==> config.mk <==
export PLATFORM = sky130hd
export DESIGN_NAME = soc_bootrom
export DESIGN_NICKNAME = d
export VERILOG_FILES = /design/src/hw/soc_pkg.sv /design/src/hw/soc_bootrom.sv
export VERILOG_INCLUDE_DIRS = /design/src /design/src/hw
export SDC_FILE = /design/constraint.sdc
export NUM_CORES = 1
export LEC_CHECK = 0
export BUFFER_PORTS_ARGS = -buffer_cell sky130_fd_sc_hd__buf_2
export CORE_MARGIN = 5
export CORE_UTILIZATION = 39
export CTS_BUF_LIST = sky130_fd_sc_hd__clkbuf_8
export DETAILED_ROUTE_END_ITERATION = 7
export PLACE_DENSITY_LB_ADDON = 0.1
export SLEW_MARGIN = 20
export SYNTH_ARGS = -nofsm -noshare
export SYNTH_HDL_FRONTEND = slang
export SYNTH_SLANG_ARGS = --single-unit
export TNS_END_PERCENT = 10
==> constraint.sdc <==
create_clock -name clk_i -period 0.95 [get_ports clk_i]
set_clock_uncertainty 0.15 [all_clocks]
set_input_delay 0.19 -clock clk_i [delete_from_list [all_inputs] [get_ports clk_i]]
set_output_delay 0.19 -clock clk_i [all_outputs]
set_load 0.01 [all_outputs]
==> src/hw/soc_params.svh <==
// --------------------
// System parameters: memory map, bus widths, SRAM depth,
// debug hold-off length and boot ROM image.
// Include wherever one of these values is needed.
// --------------------
`ifndef SOC_PARAMS_SVH
`define SOC_PARAMS_SVH

// Bus widths
`define SOC_ADDR_W 32
`define SOC_DATA_W 64
`define SOC_BE_W   8

// Memory map
`define SOC_ROM_BASE   32'h0001_0000
`define SOC_ROM_LEN    32'h0000_0040
`define SOC_CLINT_BASE 32'h0200_0000
`define SOC_CLINT_LEN  32'h0000_C000
`define SOC_SRAM_BASE  32'h8000_0000
`define SOC_SRAM_WORDS 1024
`define SOC_SRAM_LEN   (`SOC_SRAM_WORDS * 8)

// CLINT register offsets
`define SOC_CLINT_MSIP     32'h0000_0000
`define SOC_CLINT_MTIMECMP 32'h0000_4000
`define SOC_CLINT_MTIME    32'h0000_BFF8

// Cycles after power-on reset with debug requests masked
`define SOC_DBG_HOLDOFF 500

`define SOC_BOOT_IMAGE '{64'h0000_0297_0202_8293, 64'h0102_8067_0000_0013, \
  64'h3020_0073_0000_0013, 64'h0010_0513_0000_0593, 64'h1050_0073_ffdf_f06f, \
  64'hdead_beef_0bad_cafe, 64'h0123_4567_89ab_cdef, 64'hfedc_ba98_7654_3210}

`endif

==> src/hw/soc_pkg.sv <==
// --------------------
// Shared bus types for the system shell.
// Modules pull these in with a wildcard import.
// --------------------
`default_nettype none

`include "soc_params.svh"

package soc_pkg;

  // Word view of an address, used by the memories
  typedef struct packed {
    logic [`SOC_ADDR_W-$clog2(`SOC_BE_W)-1:0] word_idx;
    logic [$clog2(`SOC_BE_W)-1:0]             byte_off;
  } bus_word_t;

  // One address word, decoded as a byte address or as word index plus offset
  typedef union packed {
    logic [`SOC_ADDR_W-1:0] byte_addr;
    bus_word_t              word;
  } bus_addr_u;

  typedef struct packed {
    logic                   we;
    bus_addr_u              addr;
    logic [`SOC_BE_W-1:0]   be;
    logic [`SOC_DATA_W-1:0] wdata;
  } bus_req_t;

  typedef struct packed {
    logic [`SOC_DATA_W-1:0] rdata;
    logic                   err;
  } bus_rsp_t;

  typedef enum logic [1:0] {
    TGT_ROM,
    TGT_SRAM,
    TGT_CLINT,
    TGT_NONE
  } target_e;

endpackage

`default_nettype wire

==> src/hw/soc_bootrom.sv <==
// --------------------
// Boot ROM holding the fixed boot image.
// Read data is registered one cycle after the request;
// the index wraps over the 8 image words.
// --------------------
`timescale 1ns/1ps
`default_nettype none

`include "soc_params.svh"

module soc_bootrom import soc_pkg::*; (
  input  logic                   clk_i,
  input  logic                   rst_ni,
  input  logic                   req_i,
  input  bus_addr_u              addr_i,
  output logic [`SOC_DATA_W-1:0] rdata_o
);

  localparam int unsigned rom_words = 8;

  localparam logic [`SOC_DATA_W-1:0] image [rom_words] = `SOC_BOOT_IMAGE;

  logic [$clog2(rom_words)-1:0] idx;
  logic [`SOC_DATA_W-1:0]       rdata_q;

  assign idx = addr_i.word.word_idx[$clog2(rom_words)-1:0];

  // Writes land here too and simply read the word
  always_ff @(posedge clk_i or negedge rst_ni) begin
    if (!rst_ni) begin
      rdata_q <= '0;
    end else if (req_i) begin
      rdata_q <= image[idx];
    end
  end

  assign rdata_o = rdata_q;

endmodule

`default_nettype wire

==> impl_metrics.csv, run 1 <==
group,metric,value,unit
floorplan,dieArea,0.00519,mm²
setup_path,crit_type,"flip-flop to output pin",
finish,nets,241,
yosys,syn_area,0.00150,mm²
yosys,yosysUniqueCellTypes,22,
clocking,cts_tree,"built",
floorplan,die_x,72.1,µm
finish,final_cell_mix,"66 x buf_2, 23 x dfrtp_1, 12 x buf_4, 11 x nor2_1, 11 x a31oi_1",
power,intPower,0.00200,W
timing,finalCritPeriodShare,131,%
timing,setup_viol,70,
timing,setup_tns,-15.48,ns
clocking,clock_latency,0.26,ns
setup_path,cpPeakStageDelay,0.47,ns
global_routing,grt_pass1_wl,4.97,mm
finish,antennaDiodeCount,0,
placement,gp_congestion,0.787,
setup_path,critPathBufInv,1,
route,vias,1094,
timing,fmaxAchievable,0.804,GHz
timing,period_needed,1.24,ns
placement,dp_slack,-0.467,ns
route,postRouteAntennaNets,0,
timing,maxSlewViolCount,0,
global_routing,antenna_found_initial,0,
setup_path,path_cells,"buf_2",
power,pwr-share-seq,45.8,%
yosys,ys_warn_count,0,
floorplan,num_rows,22,
route,post-route-drc-count,0,
finish,drive_gt1_share,54.0,%
job,maxCapViolCount,0,
yosys,ys_ff_latch,26,
setup_path,crit_family,"flip-flops",
finish,largest_register_ffs,26,
finish,fillers,355,
route,vias_per_cell,4.45,
floorplan,io_pins,99,
yosys,synth_nets,195,
power,combPwrFrac,29.1,%
clocking,clockBufferDepth,2,
yosys,synthArstFlopShare,100,%
clocking,cts.sinks,26,
setup_path,slowest_stage,"dfrtp_2",
yosys,synthCells,153,
global_routing,gr-usage-all-layers,12.1,%
finish,fin_area,0.00189,mm²
setup_path,cp_max_fo,13,
timing,tightest_slew,0.201,ns
finish,mostFrequentLayoutCell,"buf_2",
clocking,root_buffer,"clkbuf_8",
setup_path,endpoint_kind,"output pin",
hold_path,hold_path.class,"primary input to flip-flop",
outcome,failed_checks,"setup timing",
yosys,avgSynthCellArea,9.82,µm²
placement,placed_cell_area,0.00176,mm²
global_routing,first_global_vias,1018,
power,clkPwrFrac,25.1,%
setup_path,worst_ep_required_time,0.61,ns
timing,fin_ws,-0.294,ns
setup_path,worstPathArrival,0.90,ns
route,drt_iter0_markers,55,
clocking,cts-buffers-inserted,3,
yosys,ys_seq_area_share,43.3,%
clocking,clkTransAtPathRegs,0.09,ns
power,switching_share,30.2,%
timing,final_hold_viol_count,0,
global_routing,overflow,0,
floorplan,coreArea,0.00369,mm²
placement,hpwl,2.40,mm
power,irDropWorstVdd,0.717,mV
floorplan,dieHeight,72.1,µm
route,wire_per_inst,12.9,µm
route,firstDrtPassIters,4,
yosys,synthFlopType,"dfrtp_1",
power,power_density,1520,mW/mm²
timing,fin_hold_ws,0.131,ns
timing,rsz0062_at_grt,"true",
power,power_switching,0.000864,W
finish,synthToLayoutAreaGrowth,25.6,%
power,cellLeakagePower,0.961,nW
placement,port_buffers,69,
outcome,status,"finished, violations left",
route,routed_wl,3.17,mm
clocking,htreeDepth,1,
finish,multi_input_area,541,µm²
yosys,synth_edf_count,0,
timing,slew-limit-headroom,86.6,%
setup_path,startpoint_type,"flip-flop",
global_routing,grt_max_degree,27,
finish,layout.area.seq,654,µm²
floorplan,initial_core_util,40.7,%
power groups by stage:
stage	sequential [W]	clock, W	combinational [W]
4_1_cts	0.00131	0.000747	0.000827
2_1_floorplan	0.00139	0	0.000543
3_5_place_dp	0.00133	0	0.000812
5_1_grt	0.00134	0.000797	0.000906
3_3_place_gp	0.00132	0	0.000812
6_report	0.00131	0.000718	0.000833
what timing repair did:
| item | CTS | global route |
|---|---|---|
| setup endpoints to repair | 79 | 77 |
| setup buffers | 0 | 0 |
| hold buffers | 1 | 0 |
| endpoints found under the hold margin | 26 | 0 |
| gates resized for setup | 8 | 10 |
| pin swaps | 1 | 1 |
path summary, 6_finish.rpt:
check	from	end	slack [ns]	cells after the start
worst min-delay path	addr_i[5]	rdata_o[33]	0.13	2
worst min register to register	rdata_o[4]	rdata_o[4]	0.33	1
min in group asynchronous	rst_ni	rdata_o[34]	0.23	3
worst max-delay path	rdata_o[59]	rdata_o[62]	-0.29	1
worst max register to register	rdata_o[60]	rdata_o[60]	-0.04	2
max in group asynchronous	rst_ni	rdata_o[59]	0.26	3
routing by layer:
layer | track usage [%] | part of all wire [%]
met1 | 15.7 | 43
met2 | 20.2 | 50
met3 | 2.22 | 6.7
met4 | 3.76 | 0.50
met5 | 0 | 0
synthesized netlist by cell type (all sizes together), types with 4 or more instances:
cell / count / area share [%]
nor2: 11 / 2.7
nand2b: 9 / 3.7
a31oi: 11 / 4.6
nand2: 6 / 1.5
nor2b: 4 / 1.7
a31o: 4 / 2.3
buf: 43 / 21
ha: 7 / 5.8
o21ai: 5 / 1.7
inv: 9 / 2.2
dfrtp: 26 / 43
area by class of cell:
| class | instances | area share [%] |
|---|---|---|
| repair buffers | 86 | 28.6 |
| flip-flops and latches | 26 | 34.7 |
| clock buffers | 4 | 2.92 |
| inverters | 9 | 1.99 |
| multi-input cells | 73 | 28.6 |
| well taps | 48 | 3.18 |
stage by stage:
step,std cells,utilization (%),total power [W]
after detailed placement,241,47.8,0.00214
after global placement,241,47.8,0.00213
after CTS,246,50.3,0.00289
after global routing,246,51.2,0.00304
after floorplan,153,-,0.00193
final,246,51.2,0.00286
cell families (layout without fill, tap and decap cells):
kind of cell / count (synthesis) / in the layout / share of synthesized area [%]
AOI/OAI and AO/OA: 22 / 22 / 9.57
xor gates and xnor gates: 1 / 1 / 0.583
adders and majority gates: 7 / 7 / 5.83
buffers and inverters: 54 / 99 / 24.2
DFF: 26 / 26 / 43.3
muxes: 5 / 5 / 3.50
and+or+nand+nor: 38 / 38 / 13.0
Power figures use the tool's default switching activity.
==> run 2, diff against run 1 <==
--- a/config.mk
+++ b/config.mk
@@ -8,7 +8,7 @@
 export LEC_CHECK = 0
 export BUFFER_PORTS_ARGS = -buffer_cell sky130_fd_sc_hd__buf_2
 export CORE_MARGIN = 5
-export CORE_UTILIZATION = 39
+export CORE_UTILIZATION = 45
 export CTS_BUF_LIST = sky130_fd_sc_hd__clkbuf_8
 export DETAILED_ROUTE_END_ITERATION = 7
 export PLACE_DENSITY_LB_ADDON = 0.1
==> constraint.sdc (replaced) <==
create_clock -name clk_i -period 1.5 [get_ports clk_i]
set_clock_uncertainty 0.15 [all_clocks]
set_input_delay 0.3 -clock clk_i [delete_from_list [all_inputs] [get_ports clk_i]]
set_output_delay 0.3 -clock clk_i [all_outputs]
set_load 0.01 [all_outputs]
==> run 2 against run 1 <==
  * The run now ends clean
  * Clock power fell by 40%
  * Final cell count is 3.7% lower
  * Combinational power decreased by 44%
  * Critical path type unchanged
  * Critical endpoint is now rdata_o[50]
  * Largest power group unchanged
  * Highest routed layer unchanged
==> impl_metrics.csv, run 2 (synthesis gave the netlist of run 1 again) <==
group,metric,value,unit
clocking,clockBufferDepth,2,
route,vias_per_cell,4.35,
clocking,cts-buffers-inserted,3,
finish,fin_area,0.00171,mm²
finish,mostFrequentLayoutCell,"buf_2",
setup_path,startpoint_type,"flip-flop",
route,drt_iter0_markers,47,
route,firstDrtPassIters,4,
placement,placed_cell_area,0.00164,mm²
route,post-route-drc-count,0,
timing,setup_viol,0,
timing,final_hold_viol_count,0,
clocking,cts_hold_buf,1,
finish,nets,234,
power,irDropWorstVdd,0.412,mV
timing,maxSlewViolCount,0,
setup_path,cp_max_fo,13,
placement,gp_congestion,0.738,
timing,fin_hold_ws,0.308,ns
global_routing,antenna_found_initial,0,
finish,largest_register_ffs,26,
setup_path,worstPathArrival,0.94,ns
timing,slew-limit-headroom,63.0,%
timing,rsz0062_at_grt,"false",
global_routing,overflow,0,
clocking,cts.sinks,26,
floorplan,dieHeight,67.8,µm
clocking,cts_setup_buffers,0,
setup_path,slowest_stage,"dfrtp_1",
setup_path,cpPeakStageDelay,0.49,ns
route,vias,1032,
power,cellLeakagePower,0.903,nW
global_routing,gr-usage-all-layers,12.6,%
finish,drive_gt1_share,47.1,%
placement,port_buffers,69,
route,routed_wl,2.81,mm
global_routing,first_global_vias,953,
clocking,clkTransAtPathRegs,0.08,ns
clocking,cts_tree,"built",
setup_path,crit_family,"flip-flops",
route,wire_per_inst,11.9,µm
timing,fmaxAchievable,0.719,GHz
outcome,status,"completed",
finish,synthToLayoutAreaGrowth,13.7,%
floorplan,coreArea,0.00328,mm²
timing,period_needed,1.39,ns
placement,hpwl,2.16,mm
clocking,clock_latency,0.26,ns
floorplan,initial_core_util,45.8,%
floorplan,io_pins,99,
power,power_density,1010,mW/mm²
job,maxCapViolCount,0,
timing,tightest_slew,0.555,ns
clocking,cts-resized-gates,0,
route,postRouteAntennaNets,0,
timing,finalCritPeriodShare,92.7,%
timing,setup_tns,0,ns
setup_path,crit_type,"flip-flop to output pin",
power,power,0.00172,W
hold_path,hold_path.class,"primary input to flip-flop",
clocking,htreeDepth,1,
global_routing,grt_max_degree,28,
floorplan,dieArea,0.00459,mm²
setup_path,path_cells,"buf_2",
setup_path,endpoint_kind,"output pin",
floorplan,num_rows,21,
setup_path,critPathBufInv,1,
floorplan,die_x,67.8,µm
clocking,root_buffer,"clkbuf_8",
finish,antennaDiodeCount,0,
global_routing,grt_pass1_wl,4.42,mm
setup_path,worst_ep_required_time,1.05,ns
finish,final_cell_mix,"69 x buf_2, 26 x dfrtp_1, 11 x nor2_1, 11 x a31oi_1",
run 2: layer usage:
metal  part of all wire [%]  GRT usage, %  vias up
met5                      0             0        -
met4                   0.60          4.47        0
met3                    6.5          2.66        2
met2                     49          20.0       26
met1                     44          16.9      473
li1                       -             -      531
run 2: worst paths after layout:
path                              from     endpoint  slack (ns)  cells past startpoint
min in group asynchronous       rst_ni  rdata_o[59]        0.41                      2
max in group asynchronous       rst_ni  rdata_o[17]        0.42                      2
min                          addr_i[5]  rdata_o[46]        0.31                      3
min reg2reg                 rdata_o[4]   rdata_o[4]        0.33                      1
max reg2reg                rdata_o[25]  rdata_o[25]        0.51                      2
max                        rdata_o[59]  rdata_o[50]        0.11                      1
run 2: power by group:
| part | switching (W) | total [W] | leakage, nW | internal (W) |
|---|---|---|---|---|
| combinational | 0.000256 | 0.000465 | 0.567 | 0.000209 |
| sequential | 0.0000517 | 0.000825 | 0.307 | 0.000773 |
| clock | 0.000200 | 0.000434 | 0.0288 | 0.000234 |
| total | 0.000508 | 0.00172 | 0.903 | 0.00122 |
run 2: metrics by stage:
step	cells	utilization [%]	setup slack (ns)
after floorplan	153	-	0.0389
after global placement	232	50.0	-0.0839
after detailed placement	232	50.0	-0.102
after CTS	237	52.0	0.0832
after global routing	237	52.0	0.0271
final	237	52.0	0.109
run 2: final cells by class:
cell class | instances | area (µm²)
clock buffers | 4 | 55.1
fillers | 314 | 1580
inverters | 9 | 33.8
multi-input cells | 73 | 488
flip-flops and latches | 26 | 651
well taps | 46 | 57.6
repair buffers | 79 | 423
