`src/hw/soc_params.svh`:
```
// --------------------
// System parameters: memory map, bus widths, SRAM depth,
// debug hold-off length and boot ROM image.
// Include wherever one of these values is needed.
// --------------------
`ifndef SOC_PARAMS_SVH
`define SOC_PARAMS_SVH

// Bus widths
`define SOC_ADDR_W 32
`define SOC_DATA_W 64
`define SOC_BE_W   8

// Memory map
`define SOC_ROM_BASE   32'h0001_0000
`define SOC_ROM_LEN    32'h0000_0040
`define SOC_CLINT_BASE 32'h0200_0000
`define SOC_CLINT_LEN  32'h0000_C000
`define SOC_SRAM_BASE  32'h8000_0000
`define SOC_SRAM_WORDS 1024
`define SOC_SRAM_LEN   (`SOC_SRAM_WORDS * 8)

// CLINT register offsets
`define SOC_CLINT_MSIP     32'h0000_0000
`define SOC_CLINT_MTIMECMP 32'h0000_4000
`define SOC_CLINT_MTIME    32'h0000_BFF8

// Cycles after power-on reset with debug requests masked
`define SOC_DBG_HOLDOFF 500

`define SOC_BOOT_IMAGE '{64'h0000_0297_0202_8293, 64'h0102_8067_0000_0013, \
  64'h3020_0073_0000_0013, 64'h0010_0513_0000_0593, 64'h1050_0073_ffdf_f06f, \
  64'hdead_beef_0bad_cafe, 64'h0123_4567_89ab_cdef, 64'hfedc_ba98_7654_3210}

`endif

```
`src/hw/soc_pkg.sv`:
```
// --------------------
// Shared bus types for the system shell.
// Modules pull these in with a wildcard import.
// --------------------
`default_nettype none

`include "soc_params.svh"

package soc_pkg;

  // Word view of an address, used by the memories
  typedef struct packed {
    logic [`SOC_ADDR_W-$clog2(`SOC_BE_W)-1:0] word_idx;
    logic [$clog2(`SOC_BE_W)-1:0]             byte_off;
  } bus_word_t;

  // One address word, decoded as a byte address or as word index plus offset
  typedef union packed {
    logic [`SOC_ADDR_W-1:0] byte_addr;
    bus_word_t              word;
  } bus_addr_u;

  typedef struct packed {
    logic                   we;
    bus_addr_u              addr;
    logic [`SOC_BE_W-1:0]   be;
    logic [`SOC_DATA_W-1:0] wdata;
  } bus_req_t;

  typedef struct packed {
    logic [`SOC_DATA_W-1:0] rdata;
    logic                   err;
  } bus_rsp_t;

  typedef enum logic [1:0] {
    TGT_ROM,
    TGT_SRAM,
    TGT_CLINT,
    TGT_NONE
  } target_e;

endpackage

`default_nettype wire

```
`src/hw/soc_addr_decode.sv`:
```
// --------------------
// Address decoder. Strobes one target per request from the
// base/length map, forwards the request as is, and muxes
// the registered target read data one cycle later.
// Unmapped addresses answer with err set.
// --------------------
`timescale 1ns/1ps
`default_nettype none

`include "soc_params.svh"

module soc_addr_decode import soc_pkg::*; (
  input  logic                   clk_i,
  input  logic                   rst_ni,
  input  logic                   req_i,
  input  bus_req_t               bus_req_i,
  output logic                   rom_req_o,
  output logic                   sram_req_o,
  output logic                   clint_req_o,
  output bus_req_t               bus_req_o,
  input  logic [`SOC_DATA_W-1:0] rom_rdata_i,
  input  logic [`SOC_DATA_W-1:0] sram_rdata_i,
  input  logic [`SOC_DATA_W-1:0] clint_rdata_i,
  output logic                   rsp_valid_o,
  output bus_rsp_t               bus_rsp_o
);

  logic [`SOC_ADDR_W-1:0] addr;
  target_e                tgt;
  target_e                tgt_q;
  logic                   valid_q;
  logic                   we_q;

  function automatic logic in_window(input logic [`SOC_ADDR_W-1:0] a,
                                     input logic [`SOC_ADDR_W-1:0] base,
                                     input logic [`SOC_ADDR_W-1:0] len);
    return (a >= base) && (a < base + len);
  endfunction

  assign addr = bus_req_i.addr.byte_addr;

  always_comb begin
    tgt = TGT_NONE;
    if (in_window(addr, `SOC_ROM_BASE, `SOC_ROM_LEN)) tgt = TGT_ROM;
    else if (in_window(addr, `SOC_SRAM_BASE, `SOC_SRAM_LEN)) tgt = TGT_SRAM;
    else if (in_window(addr, `SOC_CLINT_BASE, `SOC_CLINT_LEN)) tgt = TGT_CLINT;
  end

  assign rom_req_o   = req_i && (tgt == TGT_ROM);
  assign sram_req_o  = req_i && (tgt == TGT_SRAM);
  assign clint_req_o = req_i && (tgt == TGT_CLINT);
  assign bus_req_o   = bus_req_i;

  // Lines up with the one-cycle target reads
  always_ff @(posedge clk_i or negedge rst_ni) begin
    if (!rst_ni) begin
      valid_q <= 1'b0;
      tgt_q   <= TGT_NONE;
      we_q    <= 1'b0;
    end else begin
      valid_q <= req_i;
      tgt_q   <= tgt;
      we_q    <= bus_req_i.we;
    end
  end

  // --------------------
  // Response mux
  // --------------------
  always_comb begin
    unique case (tgt_q)
      TGT_ROM:   bus_rsp_o.rdata = rom_rdata_i;
      TGT_SRAM:  bus_rsp_o.rdata = sram_rdata_i;
      TGT_CLINT: bus_rsp_o.rdata = clint_rdata_i;
      default:   bus_rsp_o.rdata = '0;
    endcase
    // Writes answer with zero data
    if (we_q) bus_rsp_o.rdata = '0;
    bus_rsp_o.err = valid_q && (tgt_q == TGT_NONE);
  end

  assign rsp_valid_o = valid_q;

endmodule

`default_nettype wire

```
`config.mk`:
```
export PLATFORM = sky130hd
export DESIGN_NAME = soc_addr_decode
export DESIGN_NICKNAME = d
export VERILOG_FILES = /design/src/hw/soc_pkg.sv /design/src/hw/soc_addr_decode.sv
export VERILOG_INCLUDE_DIRS = /design/src /design/src/hw
export SDC_FILE = /design/constraint.sdc
export NUM_CORES = 1
export LEC_CHECK = 0
export BUFFER_PORTS_ARGS = -buffer_cell sky130_fd_sc_hd__buf_2
export CORE_AREA = 2 2 185 187
export CTS_BUF_LIST = sky130_fd_sc_hd__clkbuf_16
export CTS_CLUSTER_SIZE = 30
export DETAILED_ROUTE_END_ITERATION = 7
export DIE_AREA = 0 0 187 189
export GPL_ROUTABILITY_DRIVEN = 0
export SYNTH_ARGS = -nofsm -noshare
export SYNTH_HDL_FRONTEND = slang
export SYNTH_SLANG_ARGS = --single-unit
```
`constraint.sdc`:
```
create_clock -name clk_i -period 1.7 [get_ports clk_i]
set_input_delay 0.085 -clock clk_i [delete_from_list [all_inputs] [get_ports clk_i]]
set_output_delay 0.085 -clock clk_i [all_outputs]
set_load 0.02 [all_outputs]
```
==> results of run 1 <==
==> synth_stat cells, drive strengths merged (2+ instances only) <==
library cell	n
mux2i	64
clkbuf	6
buf	128
or2	2
dfrtp	2
a21o	2
a21oi	2
a2bb2oi	62
dfstp	2
nand2	3
nand4	2
nor4	5
nor2	66
nand4b	2
==> layer usage <==
metal	part of all wire (%)	routed length, µm	track usage (%)
met2	50	7000	13.0
met3	11	1490	2.97
met1	36	5110	7.50
met4	2.8	391	2.44
met5	0.086	12	0
==> state kept, by name (all words and copies together), names as in the netlist <==
register and flops:
we_q 1, tgt_q 2, rsp_valid_o 1
==> placed cells by master (no fill, tap or decap), drive strengths merged, types with 2 or more instances in the layout <==
| master | instances |
|---|---|
| buf | 341 |
| nand4b | 2 |
| mux2i | 64 |
| nor4 | 5 |
| dlygate4sd3 | 3 |
| dfrtp | 2 |
| dfstp | 2 |
| a2bb2oi | 62 |
| nor2 | 66 |
| a21oi | 2 |
| or2 | 2 |
| nand2 | 3 |
| nand4 | 2 |
| clkbuf | 3 |
| a21o | 2 |
==> kinds of logic (layout without fill, tap and decap cells) <==
kind of cell           after synthesis  after routing  share of synthesized area, %
buffers and inverters              134            348                          37.0
AND/OR/NAND/NOR                     86             86                          13.9
AO/OA/AOI/OAI                       66             66                          21.3
multiplexers                        64             64                          24.0
flip-flops                           4              4                          3.84
other                                0              1                             0
==> through the flow <==
step	cell area, µm²	util, %	std cells
after floorplan	2670	-	354
after global placement	4060	12.2	1000
after detailed placement	4060	12.2	1000
after CTS	4350	13.1	1014
after global routing	4530	13.6	1017
final	4530	13.6	1017
==> power by group <==
part | total, µW | internal [µW] | switching (µW)
Sequential | 101 | 98.5 | 2.50
Clock | 387 | 305 | 81.7
Combinational | 540 | 294 | 246
==> what timing repair did <==
action / in CTS / in global routing
gates cloned: 1 / 0
endpoints found under the hold margin: 6 / 0
setup endpoints to repair: 64 / 64
resized for setup: 22 / 38
pin swaps: 1 / 2
hold buffers: 3 / 0
buffers inserted: 6 / 3
==> path summary, 6_finish.rpt <==
kind	cells after the start	endpoint	slack (ps)
min	0	bus_req_o[71]	170
max	6	bus_rsp_o[53]	-170
max in group asynchronous	2	tgt_q[0]	1270
min in group asynchronous	2	rsp_valid_o	210
==> layout make-up <==
class,count,area (µm²)
fillers,3827,28700
flip-flops and latches,4,108
diodes,1,2.50
well taps,448,561
repair buffers,344,1930
multi-input cells,216,1850
clock buffers,3,75.1
clock inverters,1,3.75
==> flow_summary_export.csv, run 1 <==
group,metric,value,unit
worst_setup_path,cp_common_cell,"buf_12",
sta,rsz0062_at_grt,"true",
final_layout,drive_gt1_share,68.8,%
grt,gr-usage-all-layers,7.19,%
logic_synthesis,ys_seq_area_share,3.84,%
clocking,cts_tree,"yes",
grt,grt_overflow,0,
clocking,cts-root-buf,"clkbuf_16",
sta,slew_headroom,62.5,%
logic_synthesis,synth.distinct_cells,24,
sta,setup_violations,64,
clocking,cts_buffers,3,
final_layout,area_growth,69.6,%
logic_synthesis,synth_top_cell_by_area,"buf_4",
power_and_ir_drop,p_total,1030,µW
sta,drv_slew,0,
logic_synthesis,synthCells,354,
clocking,cts.htree.levels,1,
worst_setup_path,worstPathRequired,1620,ps
logic_synthesis,synth.avg_cell_area,7.55,µm²
floorplanning,core-area,0.0333,mm²
grt,antenna_found_initial,2,
routing,vias_per_cell,3.32,
grt,grt_pass1_vias,3421,
routing,drc_errors,0,
logic_synthesis,synth-async-reset-ratio,100,%
place,io_buffers,317,
worst_setup_path,worstSetupStartpoint,"tgt_q[0]",
power_and_ir_drop,total_leakage_power,0.00251,µW
sta,worst_slew_pin_slew,557,ps
worst_setup_path,crit_arrival,1780,ps
floorplanning,die_w,187,µm
place,post-place-ws,-21.2,ps
worst_setup_path,critPathSlowestCell,"dfstp_4",
final_layout,fin_nets,869,
logic_synthesis,ys_top_cells_by_area,"buf_4 31%, mux2i_1 24%, a2bb2oi_1 20%",
worst_setup_path,critPathMaxStageDelay,670,ps
routing,antenna_left,0,
worst_setup_path,cp-start-kind,"flop",
logic_synthesis,ys_seq_elements,4,
logic_synthesis,yosysTopAreaCellShare,30.9,%
grt,grt_pass1_wl,19700,µm
sta,setup_tns,-7430,ps
floorplanning,dieArea,0.0353,mm²
sta,fin_hold_ws,170,ps
logic_synthesis,synth_edf_count,0,
worst_setup_path,crit_type,"reg -> out",
sta,hold_viol,0,
routing,firstDrtPassIters,4,
floorplanning,start_util,8.03,%
sta,fin_ws,-170,ps
worst_setup_path,cp_top_family,"flip-flops",
routing,first_iter_violations,84,
grt,grt_start_max_net_pins,43,
logic_synthesis,synthesis.yosys.warnings,0,
job,drv_cap,0,
floorplanning,dieHeight,189,µm
logic_synthesis,syn-num-nets,654,
power_and_ir_drop,power_density,227,mW/mm²
routing,routed_wl,14000,µm
logic_synthesis,synthFlopType,"dfstp_2",
worst_setup_path,cp_max_fo,11,
run_status,violations,"negative setup slack",
run_status,status,"finished, violations left",
floorplanning,rows,67,
power_and_ir_drop,ir_drop,0.332,mV
sta,fmax,535,MHz
clocking,clockBufferDepth,2,
routing,wl_per_cell,13.8,µm
floorplanning,io_pins,474,
logic_synthesis,syn_area,0.00267,mm²
sta,fin_crit_sh,110,%
clocking,clkTransAtPathRegs,40,ps
worst_setup_path,cp_num_buf_inv,3,
routing,via_count,3379,
worst_setup_path,crit_path_end_kind,"primary output",
min_path,hold_class,"in -> out",
min_path,min_from,"bus_req_i[71]",
worst_setup_path,path_cells,"buf_12 > buf_12 > mux2i_1 > a2bb2oi_1 > nor2_1 > buf_2",
sta,min_period,1870,ps
clocking,cts.sinks,4,
place,post-dp-hpwl,11700,µm
(Power assumes the default switching activity.)
==> inputs of run 2 (changes only) <==
Settings changed: MAX_ROUTING_LAYER set to met4.
==> run 2 against run 1 <==
The flow still finishes with violations (negative setup slack). Via count decreased by 0.36%. Final area is 0.33% lower. Power fell by 0.33%. Critical endpoint unchanged. Global-route usage rose by 0.20 points. Worst setup slack better by 2.4 ps. Worst hold slack unchanged. Largest cell class unchanged. Count of clock-buffer cells in the layout did not move. Sequential share of layout area barely moved. Critical path depth stayed put. Non-clock buffer count shrank 1. Combinational power down 0.7%.
==> flow_summary_export.csv, run 2 (synthesis results as in run 1) <==
group,metric,value,unit
run_status,status,"finished, violations left",
run_status,violations,"negative setup slack",
final_layout,area_growth,69.0,%
clocking,clockBufferDepth,2,
worst_setup_path,worstSetupStartpoint,"tgt_q[0]",
place,io_buffers,317,
sta,setup_violations,64,
grt,grt_pass1_vias,3425,
floorplanning,start_util,8.03,%
routing,maxUsedRoutingLayer,"met4",
grt,gr-usage-all-layers,7.40,%
grt,grt_overflow,0,
power_and_ir_drop,ir_drop,0.333,mV
sta,rsz0062_at_grt,"true",
clocking,cts_buffers,3,
routing,wl_per_cell,13.8,µm
place,dpl.cell_count,1000,
sta,fin_ws,-167,ps
clocking,cts.htree.levels,1,
sta,drv_slew,0,
place,post-dp-hpwl,11700,µm
worst_setup_path,cp_max_fo,11,
final_layout,fin_nets,868,
sta,hold_viol,0,
floorplanning,io_pins,474,
routing,wl_met1,5110,µm
clocking,cts-root-buf,"clkbuf_16",
worst_setup_path,cp-start-kind,"flop",
grt,grt_pass1_wl,19600,µm
clocking,cts.sinks,4,
worst_setup_path,crit_arrival,1780,ps
floorplanning,dieArea,0.0353,mm²
routing,vias_per_cell,3.31,
grt,grt_start_max_net_pins,43,
final_layout,final_core_util,13.6,%
sta,min_period,1870,ps
routing,route.met2.wl,7010,µm
floorplanning,core-area,0.0333,mm²
routing,first_iter_violations,84,
grt,antenna_found_initial,1,
job,drv_cap,0,
sta,worst_slew_pin_slew,526,ps
power_and_ir_drop,p_total,1020,µW
final_layout,largest_register_ffs,2,
power_and_ir_drop,total_leakage_power,0.00251,µW
routing,antenna_left,0,
sta,slew_headroom,64.6,%
sta,fmax,536,MHz
power_and_ir_drop,power_density,227,mW/mm²
clocking,cts_tree,"yes",
min_path,whs_path_depth,0,
floorplanning,dieHeight,189,µm
routing,wl_met3,1440,µm
final_layout,instances_no_fill,1016,
final_layout,final_common_cell,"buf_2",
sta,fin_crit_sh,110,%
sta,fin_hold_ws,170,ps
final_layout,drive_gt1_share,68.4,%
routing,routed_wl,14000,µm
routing,firstDrtPassIters,4,
clocking,clkTransAtPathRegs,40,ps
final_layout,largest_register,"tgt_q",
worst_setup_path,crit_type,"reg -> out",
worst_setup_path,crit_end,"bus_rsp_o[53]",
final_layout,mostFrequentLayoutCells,"307 x buf_2, 66 x nor2_1, 49 x mux2i_1",
floorplanning,die_w,187,µm
floorplanning,rows,67,
worst_setup_path,crit_path_end_kind,"primary output",
min_path,hold_class,"in -> out",
routing,via_count,3367,
worst_setup_path,worstPathRequired,1620,ps
routing,drc_errors,0,
## run 2: cell types whose count changed in the layout (fill, tap and decap cells not counted)
cell       delta
a2bb2oi_1     +1
a2bb2oi_2     -1
buf_2         -1
mux2i_1       +1
mux2i_2       -1
## run 2: area by class of cell
type                       instances  area (µm²)
fill                            3832       28800
timing repair buffer             343        1930
multi-input combinational        216        1840
tap                              448         561
sequential                         4         108
clock buffer                       3        75.1
clock inverter                     1        3.75
antenna                            1        2.50
## run 2: report_power, final
| group | total (µW) | internal, µW | leakage [µW] | switching (µW) |
|---|---|---|---|---|
| combinational | 536 | 293 | 0.00243 | 243 |
| sequential | 101 | 98.5 | 0.0000432 | 2.48 |
| clock | 387 | 305 | 0.0000423 | 81.8 |
| total | 1020 | 697 | 0.00251 | 327 |
## run 2: per-stage QoR
step           cell area, µm²  setup slack (ps)  setup TNS [ps]
2_1_floorplan            2670               176               0
3_3_place_gp             4060              6.77               0
3_5_place_dp             4060             -21.2           -21.2
4_1_cts                  4350              -199           -9040
5_1_grt                  4520              -282          -13130
6_report                 4520              -167           -7360
## run 2: critical path: stages (launching register included)
cell       delay, ps
dfstp_4          670
buf_12           160
buf_12           130
mux2i_1          190
a2bb2oi_1        180
nor2_1            50
buf_2            160
## run 2: how the worst min path moves through the flow
stage                        from       endpoint  slack [ps]
finish              bus_req_i[71]  bus_req_o[71]         170
global placement           rst_ni    rsp_valid_o         -80
floorplan                  rst_ni    rsp_valid_o        -210
detailed placement         rst_ni    rsp_valid_o         -90
global route        bus_req_i[34]  bus_req_o[34]         170
CTS                  bus_req_i[0]   bus_req_o[0]         170
## run 2: per-layer routing
layer,global-route usage [%],vias up
met5,-,-
met4,2.44,0
met3,2.82,34
met2,13.0,245
met1,7.57,1511
li1,-,1577
## run 2: what timing repair did
item / in CTS / in global routing
hold endpoints to repair: 6 / 0
gates cloned: 1 / 0
setup buffers: 6 / 2
pin swaps: 1 / 2
setup endpoints to repair: 64 / 64
hold buffers: 3 / 0
resized for setup: 22 / 37
