`config.mk`:
```
export PLATFORM = sky130hd
export DESIGN_NAME = soc_clint
export DESIGN_NICKNAME = d
export VERILOG_FILES = /design/src/hw/soc_pkg.sv /design/src/hw/soc_clint.sv
export VERILOG_INCLUDE_DIRS = /design/src /design/src/hw
export SDC_FILE = /design/constraint.sdc
export NUM_CORES = 1
export LEC_CHECK = 0
export ABC_CLOCK_PERIOD_IN_PS = 2900
export BUFFER_PORTS_ARGS = -buffer_cell sky130_fd_sc_hd__buf_2
export CAP_MARGIN = 5
export CORE_AREA = 5 5 145 147
export CTS_BUF_LIST = sky130_fd_sc_hd__clkbuf_4 sky130_fd_sc_hd__clkbuf_8
export CTS_CLUSTER_SIZE = 16
export DETAILED_ROUTE_END_ITERATION = 12
export DIE_AREA = 0 0 150 152
export GPL_TIMING_DRIVEN = 0
export PLACE_DENSITY = 0.82
export REMOVE_ABC_BUFFERS = 1
export SKIP_LAST_GASP = 1
export SLEW_MARGIN = 20
export SYNTH_ARGS = -nofsm -noshare
export SYNTH_HDL_FRONTEND = slang
export SYNTH_SLANG_ARGS = --single-unit
```
`constraint.sdc`:
```
create_clock -name clk_i -period 2.9 [get_ports clk_i]
set_input_delay 0.435 -clock clk_i [delete_from_list [all_inputs] [get_ports clk_i]]
set_output_delay 0.435 -clock clk_i [all_outputs]
set_load 0.05 [all_outputs]
```
`src/hw/soc_params.svh`:
```
// --------------------
// System parameters: memory map, bus widths, SRAM depth,
// debug hold-off length and boot ROM image.
// Include wherever one of these values is needed.
// --------------------
`ifndef SOC_PARAMS_SVH
`define SOC_PARAMS_SVH

// Bus widths
`define SOC_ADDR_W 32
`define SOC_DATA_W 64
`define SOC_BE_W   8

// Memory map
`define SOC_ROM_BASE   32'h0001_0000
`define SOC_ROM_LEN    32'h0000_0040
`define SOC_CLINT_BASE 32'h0200_0000
`define SOC_CLINT_LEN  32'h0000_C000
`define SOC_SRAM_BASE  32'h8000_0000
`define SOC_SRAM_WORDS 1024
`define SOC_SRAM_LEN   (`SOC_SRAM_WORDS * 8)

// CLINT register offsets
`define SOC_CLINT_MSIP     32'h0000_0000
`define SOC_CLINT_MTIMECMP 32'h0000_4000
`define SOC_CLINT_MTIME    32'h0000_BFF8

// Cycles after power-on reset with debug requests masked
`define SOC_DBG_HOLDOFF 500

`define SOC_BOOT_IMAGE '{64'h0000_0297_0202_8293, 64'h0102_8067_0000_0013, \
  64'h3020_0073_0000_0013, 64'h0010_0513_0000_0593, 64'h1050_0073_ffdf_f06f, \
  64'hdead_beef_0bad_cafe, 64'h0123_4567_89ab_cdef, 64'hfedc_ba98_7654_3210}

`endif

```
`src/hw/soc_pkg.sv`:
```
// --------------------
// Shared bus types for the system shell.
// Modules pull these in with a wildcard import.
// --------------------
`default_nettype none

`include "soc_params.svh"

package soc_pkg;

  // Word view of an address, used by the memories
  typedef struct packed {
    logic [`SOC_ADDR_W-$clog2(`SOC_BE_W)-1:0] word_idx;
    logic [$clog2(`SOC_BE_W)-1:0]             byte_off;
  } bus_word_t;

  // One address word, decoded as a byte address or as word index plus offset
  typedef union packed {
    logic [`SOC_ADDR_W-1:0] byte_addr;
    bus_word_t              word;
  } bus_addr_u;

  typedef struct packed {
    logic                   we;
    bus_addr_u              addr;
    logic [`SOC_BE_W-1:0]   be;
    logic [`SOC_DATA_W-1:0] wdata;
  } bus_req_t;

  typedef struct packed {
    logic [`SOC_DATA_W-1:0] rdata;
    logic                   err;
  } bus_rsp_t;

  typedef enum logic [1:0] {
    TGT_ROM,
    TGT_SRAM,
    TGT_CLINT,
    TGT_NONE
  } target_e;

endpackage

`default_nettype wire

```
`src/hw/soc_clint.sv`:
```
// --------------------
// Core-local interruptor: msip, mtimecmp and mtime.
// mtime counts synchronized rtc rising edges; a bus write
// to mtime wins over the tick in the same cycle.
// --------------------
`timescale 1ns/1ps
`default_nettype none

`include "soc_params.svh"

module soc_clint import soc_pkg::*; (
  input  logic                   clk_i,
  input  logic                   rst_ni,
  input  logic                   rtc_i,
  input  logic                   req_i,
  input  bus_req_t               bus_req_i,
  output logic [`SOC_DATA_W-1:0] rdata_o,
  output logic                   timer_irq_o,
  output logic                   ipi_o
);

  localparam logic [`SOC_ADDR_W-1:0] msip_off     = `SOC_CLINT_MSIP;
  localparam logic [`SOC_ADDR_W-1:0] mtimecmp_off = `SOC_CLINT_MTIMECMP;
  localparam logic [`SOC_ADDR_W-1:0] mtime_off    = `SOC_CLINT_MTIME;

  logic [`SOC_ADDR_W-1:0] offset;
  logic                   sel_msip, sel_mtimecmp, sel_mtime;
  logic                   wr;
  logic [2:0]             rtc_q;
  logic                   rtc_edge;
  logic                   msip_q;
  logic [`SOC_DATA_W-1:0] mtimecmp_q, mtime_q, rdata_q;

  function automatic logic [`SOC_DATA_W-1:0] merge_bytes(
    input logic [`SOC_DATA_W-1:0] old_val,
    input logic [`SOC_DATA_W-1:0] new_val,
    input logic [`SOC_BE_W-1:0]   be
  );
    logic [`SOC_DATA_W-1:0] res;
    res = old_val;
    for (int i = 0; i < `SOC_BE_W; i++) begin
      if (be[i]) res[8*i +: 8] = new_val[8*i +: 8];
    end
    return res;
  endfunction

  // Word-aligned register select
  assign offset       = bus_req_i.addr.byte_addr - `SOC_CLINT_BASE;
  assign sel_msip     = offset[`SOC_ADDR_W-1:3] == msip_off[`SOC_ADDR_W-1:3];
  assign sel_mtimecmp = offset[`SOC_ADDR_W-1:3] == mtimecmp_off[`SOC_ADDR_W-1:3];
  assign sel_mtime    = offset[`SOC_ADDR_W-1:3] == mtime_off[`SOC_ADDR_W-1:3];
  assign wr           = req_i && bus_req_i.we;

  // Two-flop sync plus one for edge detect
  assign rtc_edge = rtc_q[1] & ~rtc_q[2];

  always_ff @(posedge clk_i or negedge rst_ni) begin
    if (!rst_ni) begin
      rtc_q      <= '0;
      msip_q     <= 1'b0;
      mtimecmp_q <= '1;
      mtime_q    <= '0;
      rdata_q    <= '0;
    end else begin
      rtc_q <= {rtc_q[1:0], rtc_i};
      if (wr && sel_msip && bus_req_i.be[0]) msip_q <= bus_req_i.wdata[0];
      if (wr && sel_mtimecmp) begin
        mtimecmp_q <= merge_bytes(mtimecmp_q, bus_req_i.wdata, bus_req_i.be);
      end
      if (wr && sel_mtime) begin
        mtime_q <= merge_bytes(mtime_q, bus_req_i.wdata, bus_req_i.be);
      end else if (rtc_edge) begin
        mtime_q <= mtime_q + 1'b1;
      end
      if (req_i) begin
        if (sel_msip) rdata_q <= {{(`SOC_DATA_W-1){1'b0}}, msip_q};
        else if (sel_mtimecmp) rdata_q <= mtimecmp_q;
        else if (sel_mtime) rdata_q <= mtime_q;
        else rdata_q <= '0;
      end
    end
  end

  assign rdata_o     = rdata_q;
  assign timer_irq_o = mtime_q >= mtimecmp_q;
  assign ipi_o       = msip_q;

endmodule

`default_nettype wire

```
==> results of run 1 <==
## path summary, 6_finish.rpt
kind	from	end	cells past startpoint
min in group asynchronous	rst_ni	rdata_o[52]	2
worst min-delay path	rtc_i	rtc_q[0]	1
worst min register to register	rtc_q[0]	rtc_q[1]	0
worst max-delay path	mtimecmp_q[16]	timer_irq_o	9
max in group asynchronous	rst_ni	mtimecmp_q[13]	3
worst max register to register	mtime_q[0]	mtime_q[50]	7
## cells in the final DEF (no fill, tap or decap), drive strengths merged, types with 8 or more instances in the layout
cell type  count
mux2          65
inv           77
clkbuf        18
nand3         38
nand4         29
buf          187
a21oi        106
dfrtp        132
nor4          14
o21ai         30
dfstp         64
and4          11
and2           8
clkinv         8
o311ai         8
o211ai        12
nand2         68
a22oi         65
ha            65
a311oi        12
and3          33
a211oi        19
nor2         128
nor3          26
## where the power goes
group,leakage [nW],switching [mW],internal [mW]
sequential,2.34,0.150,2.86
clock,0.192,0.993,0.770
combinational,3.34,0.620,0.298
## flip-flops by register name (all words and copies together) (netlist names)
name        cells
rtc_q           3
mtime_q        64
mtimecmp_q     64
rdata_o        64
ipi_o           1
## final cells by class
cell class,instances,area [sq um]
inverters,76,285
flip-flops and latches,196,4980
diodes,5,12.5
repair buffers,188,1130
multi-input cells,821,6120
fillers,1597,6530
well taps,270,338
clock inverters,14,139
clock buffers,18,241
## metrics by stage
stage	cell area (sq um)	std cells	utilization [%]
floorplan	11200	1093	-
global placement	12400	1534	62.6
detailed placement	12600	1541	63.7
CTS	13200	1580	66.5
global route	13200	1587	67.0
finish	13200	1588	67.0
## worst reg2reg max path, stage by stage, from the launching register on
cell and delay [ns]:
sky130_fd_sc_hd__dfrtp_1 0.46, sky130_fd_sc_hd__ha_1 0.24, sky130_fd_sc_hd__and4_1 0.32, sky130_fd_sc_hd__and3_1 0.32
sky130_fd_sc_hd__and4_1 0.39, sky130_fd_sc_hd__nand3_2 0.27, sky130_fd_sc_hd__o311ai_0 0.47, sky130_fd_sc_hd__o21a_1 0.19
## what timing repair did
| item | 4_1_cts | 5_1_grt |
|---|---|---|
| hold buffers | 1 | 0 |
| hold endpoints to repair | 37 | 0 |
| resized for setup | 27 | 9 |
| gates cloned | 0 | 0 |
| setup endpoints to repair | 47 | 15 |
| buffers inserted | 6 | 3 |
| pin swaps | 11 | 8 |
## cells by family (layout without fill, tap and decap cells)
logic type | after synthesis | after routing | synth area share [%]
flops | 196 | 196 | 43.6
fa+ha+maj | 65 | 65 | 7.12
mux | 67 | 67 | 8.62
other cells | 0 | 5 | 0
compound gates | 318 | 318 | 18.7
buf+inv | 126 | 296 | 4.53
simple gates | 370 | 370 | 17.4
xor+xnor | 1 | 1 | 0.0766
## routing by layer
metal	global-route usage (%)	routed length, microns	share of wire, %	vias up
met2	43.3	14800	48	416
li1	-	-	-	4570
met4	10.0	1010	3.3	4
met3	5.09	2170	7.0	90
met1	36.0	12900	42	4767
met5	0	14	0.045	-
==> run metrics, run 1 <==
status finished, violations left; violations in the final reports negative setup slack; overall routing resource usage between 20% and 30%; number of buffers created by CTS 17; smallest setup slack after layout -0.478 ns; startpoint types flip-flop; buffer cell driving the clock tree root sky130_fd_sc_hd__clkbuf_8; Die Width approximately 150 microns; number of H-tree levels 4; maximum fanout encountered on the critical timing path 3; classification of the worst setup path reg -> out; worst min path class in -> reg; Most common cell on crit path sky130_fd_sc_hd__o2111ai_2; Die Height between 150 and 200 microns; Clock Skews 0.0121 ns; Hold Violations, Final 0; global-route wire length before repair 49700 microns; cell area after synthesis 0.0114 sq mm; remaining max-slew budget at the tightest pin a little under half; half-perimeter wire length after placement 22100 microns; setup repair after global routing missed its margin true; count of mapped cells out of synthesis between 1k and 1.5k; antenna violations before repair 6; cell-by-cell listing of the critical path inv_2 > ha_1 > nand4_1 > nor4_4 > o21ai_1 > a211oi_2 > o2111ai_2 > o2111ai_2 > buf_6; pwr/cell area about 430 mW/mm^2; effective utilization at floorplan between 50% and 60%; biggest cell delay along the critical path 0.58 ns; net count reported at finish ~1.5k; Max IR drop VDD 0.000282 V; Detailed Routing Iterations Pass 1 6; number of setup violations in the final report 1; Port Buffers ~170; Avg Inst Size Synth 10.0 sq um; vias approximately 10k; number of synthesized register bits between 150 and 200; sequential element share of the synthesized area roughly 44%; most repeated cell in the gate-level netlist after synthesis sky130_fd_sc_hd__dfrtp_1; Avg WL per Cell around 19 microns; DIE AREA approximately 0.023 sq mm; post-DR vias/cell about 6.2; residual overflow from global routing 0; required time worst endpoint around 2.5 ns; count of flip-flops with a built-in enable after synthesis 0; count of final max-slew check failures 0; Final Wtd Congestion approximately 0.9; largest buffer count on any clock path 2; maximum clock frequency slightly below 300 MHz; number of primary I/O pins 175; Worst-Margin Slew roughly 0.79 ns; Routed Wire Length between 30000 and 40000 microns; Yosys warning total 0; data arrival time at the worst-slack endpoint a little under 3 ns; CTS tree done; slack of the worst reg-to-reg path about 0.19 ns; Placeable Area 0.0198 sq mm; largest cells by area after synthesis sky130_fd_sc_hd__dfrtp_1, sky130_fd_sc_hd__dfstp_2, sky130_fd_sc_hd__mux2_4; Total Power about 5.7 mW; count of distinct cell types in the synthesized netlist 69; fin crit period roughly 3.4 ns; Clk Latency, worst-skew pair 0.48 ns; count of maximum capacitance violations 0; largest net degree at the start of global routing 84; endpoint type of the worst setup path output port; Buf+Inv Stages, Crit Path 2; post-detailed-route count of antenna-violating nets 0; kind of cell adding the most delay to the critical path compound AO/OA/AOI/OAI gates; Fin Setup TNS -0.478 ns; Synth Flop Type sky130_fd_sc_hd__dfrtp_1; P_leak between 5 and 6 nW; Setup WS pre-CTS -1.16 ns; vias in the first global route 9786; share of layout cells above drive strength 1 30.5%; list of most frequent post-synthesis cells sky130_fd_sc_hd__dfrtp_1, sky130_fd_sc_hd__nor2_1, sky130_fd_sc_hd__a21oi_1; Synth-to-Final Area Change 15.9%; number of design-rule violations left by the first detailed-router iteration 787; standard-cell row count 52; total clock sinks about 200; portion of the clock cycle consumed by the worst path in the final layout 116%; cell taking the most area after synthesis sky130_fd_sc_hd__dfrtp_1; cell with the biggest individual delay on the critical path sky130_fd_sc_hd__dfstp_2; share of synthesized flip-flops with an asynchronous set or reset 100%; clock slew seen by the registers of the worst setup and hold paths 0.10 ns; drc violations 0; Fin Hold WS 0.0572 ns; area share of the largest cell type after synthesis between 20 and 30%
(Power assumes the default switching activity.)
==> inputs of run 2 (changes only) <==
==> constraint.sdc (replaced) <==
create_clock -name clk_i -period 2.9 [get_ports clk_i]
set_input_delay 0.29 -clock clk_i [delete_from_list [all_inputs] [get_ports clk_i]]
set_output_delay 0.29 -clock clk_i [all_outputs]
set_load 0.05 [all_outputs]
==> run 2 against run 1 <==
Against the previous run: critical endpoint unchanged; highest routed layer unchanged; global-route usage shrank 0.26 points; the run still ends with negative setup slack left; critical path type unchanged; sequential share of layout area grew 0.14 points; total power is essentially flat.
==> run metrics, run 2 (synthesis results as in run 1) <==
Die Width approximately 150 microns; Die Height ~150 microns; Placeable Area 0.0198 sq mm; effective utilization at floorplan between 50 and 60%; half-perimeter wire length after placement around 22000 microns; startpoint types flip-flop; residual overflow from global routing 0; fin crit period ~3.2 ns; kind of cell adding the most delay to the critical path compound AO/OA/AOI/OAI gates; sequential cell area approximately 0.005 sq mm; total clock sinks 196; standard-cell row count 52; Hold Violations, Final 0; global-route wire length before repair 49100 microns; vias slightly below 10k; vias in the first global route 9735; cell-by-cell listing of the critical path inv_2 > ha_4 > nand4_1 > nor4_4 > o21ai_1 > a211oi_2 > o2111ai_1 > o2111ai_2 > buf_6; Port Buffers 171; violations in the final reports negative setup slack; multi-input logic area a little over 0.006 sq mm; maximum fanout encountered on the critical timing path 3; final std cells w/o fill roughly 1.6k; remaining max-slew budget at the tightest pin 46.9%; clock slew seen by the registers of the worst setup and hold paths 0.10 ns; Worst-Margin Slew 0.790 ns; data arrival time at the worst-slack endpoint approximately 3 ns; maximum clock frequency 308 MHz; worst min path class in -> reg; classification of the worst setup path reg -> out; smallest setup slack after layout -0.347 ns; Routed Wire Length 30800 microns; Detailed Routing Iterations Pass 1 6; portion of the clock cycle consumed by the worst path in the final layout 112%; CTS tree done; drc violations 0; count of maximum capacitance violations 0; biggest cell delay along the critical path ~0.58 ns; Clk Latency, worst-skew pair between 0.4 and 0.5 ns; count of final max-slew check failures 0; largest buffer count on any clock path 2; pwr/cell area around 430 mW/mm^2; largest net degree at the start of global routing 84; buffer cell driving the clock tree root sky130_fd_sc_hd__clkbuf_8; Buf+Inv Stages, Crit Path 2; most used cells in the layout excluding fill and tap cells sky130_fd_sc_hd__buf_2, sky130_fd_sc_hd__dfrtp_1, sky130_fd_sc_hd__nor2_1; Max IR drop VDD 0.000282 V; Clock Skews 0.0125 ns; net count reported at finish around 1.5k; number of design-rule violations left by the first detailed-router iteration about 760; number of H-tree levels 4; number of buffers created by CTS 17; share of layout cells above drive strength 1 between 20 and 30%; antenna violations before repair 6; status finished, violations left; endpoint type of the worst setup path output port; Final Wtd Congestion between 0.8 and 0.9; post-DR vias/cell just over 6; DIE AREA around 0.023 sq mm; number of placed instances, taps included 1541; number of setup violations in the final report 1; overall routing resource usage between 20% and 30%; setup repair after global routing missed its margin true; cell with the biggest individual delay on the critical path sky130_fd_sc_hd__dfstp_2; P_leak between 5 and 6 nW; # fillers between 1.5k and 2k; Setup WS pre-CTS -1.02 ns; required time worst endpoint approximately 2.6 ns; Avg WL per Cell ~19 microns; number of primary I/O pins 175; most common cell after layout, fill and taps aside sky130_fd_sc_hd__buf_2; post-detailed-route count of antenna-violating nets 0; Synth-to-Final Area Change 15.5%
-- run 2: final timing paths --
path	from	to	slack, ns	cells after the start
max in group asynchronous	rst_ni	mtimecmp_q[12]	1.80	3
min in group asynchronous	rst_ni	rdata_o[52]	0.31	2
min reg2reg	rtc_q[0]	rtc_q[1]	0.36	0
min	bus_req_i[24]	mtime_q[24]	0.03	2
max reg2reg	mtime_q[0]	mtime_q[50]	0.21	7
max	mtimecmp_q[16]	timer_irq_o	-0.35	9
-- run 2: per-layer routing --
layer	global-route usage [%]	part of all wire, %
met1	35.7	42
met2	42.6	49
met5	0	0.046
met3	5.09	6.8
met4	10.1	2.6
-- run 2: repair_timing --
action | 4_1_cts | 5_1_grt
endpoints found under the hold margin | 38 | 0
endpoints found under the setup margin | 47 | 14
resized for setup | 8 | 19
buffers inserted | 2 | 4
pin swaps | 4 | 8
hold buffers | 2 | 0
-- run 2: cell type report --
type,count,area share (%)
clock inverters,14,1.05
repair buffers,186,8.47
diodes,5,0.0948
well taps,270,2.56
multi-input cells,821,46.1
clock buffers,18,1.83
flip-flops and latches,196,37.8
inverters,76,2.16
-- run 2: per-stage QoR --
| stage | hold slack, ns | utilization (%) | setup TNS (ns) | total power [mW] | instance area, sq um |
|---|---|---|---|---|---|
| after floorplan | -0.00559 | - | -28.28 | 3.58 | 11200 |
| after global placement | 0.332 | 62.6 | -612.80 | 3.92 | 12400 |
| after detailed placement | 0.236 | 63.7 | -46.74 | 3.96 | 12600 |
| after CTS | 0.0209 | 65.9 | -0.400 | 5.71 | 13000 |
| after global routing | 0.00861 | 66.7 | -0.408 | 5.97 | 13200 |
| final | 0.0264 | 66.7 | -0.347 | 5.69 | 13200 |
-- run 2: report_power, final --
part | switching [mW] | internal (mW)
clock | 0.995 | 0.769
combinational | 0.618 | 0.298
sequential | 0.150 | 2.86
total | 1.76 | 3.93
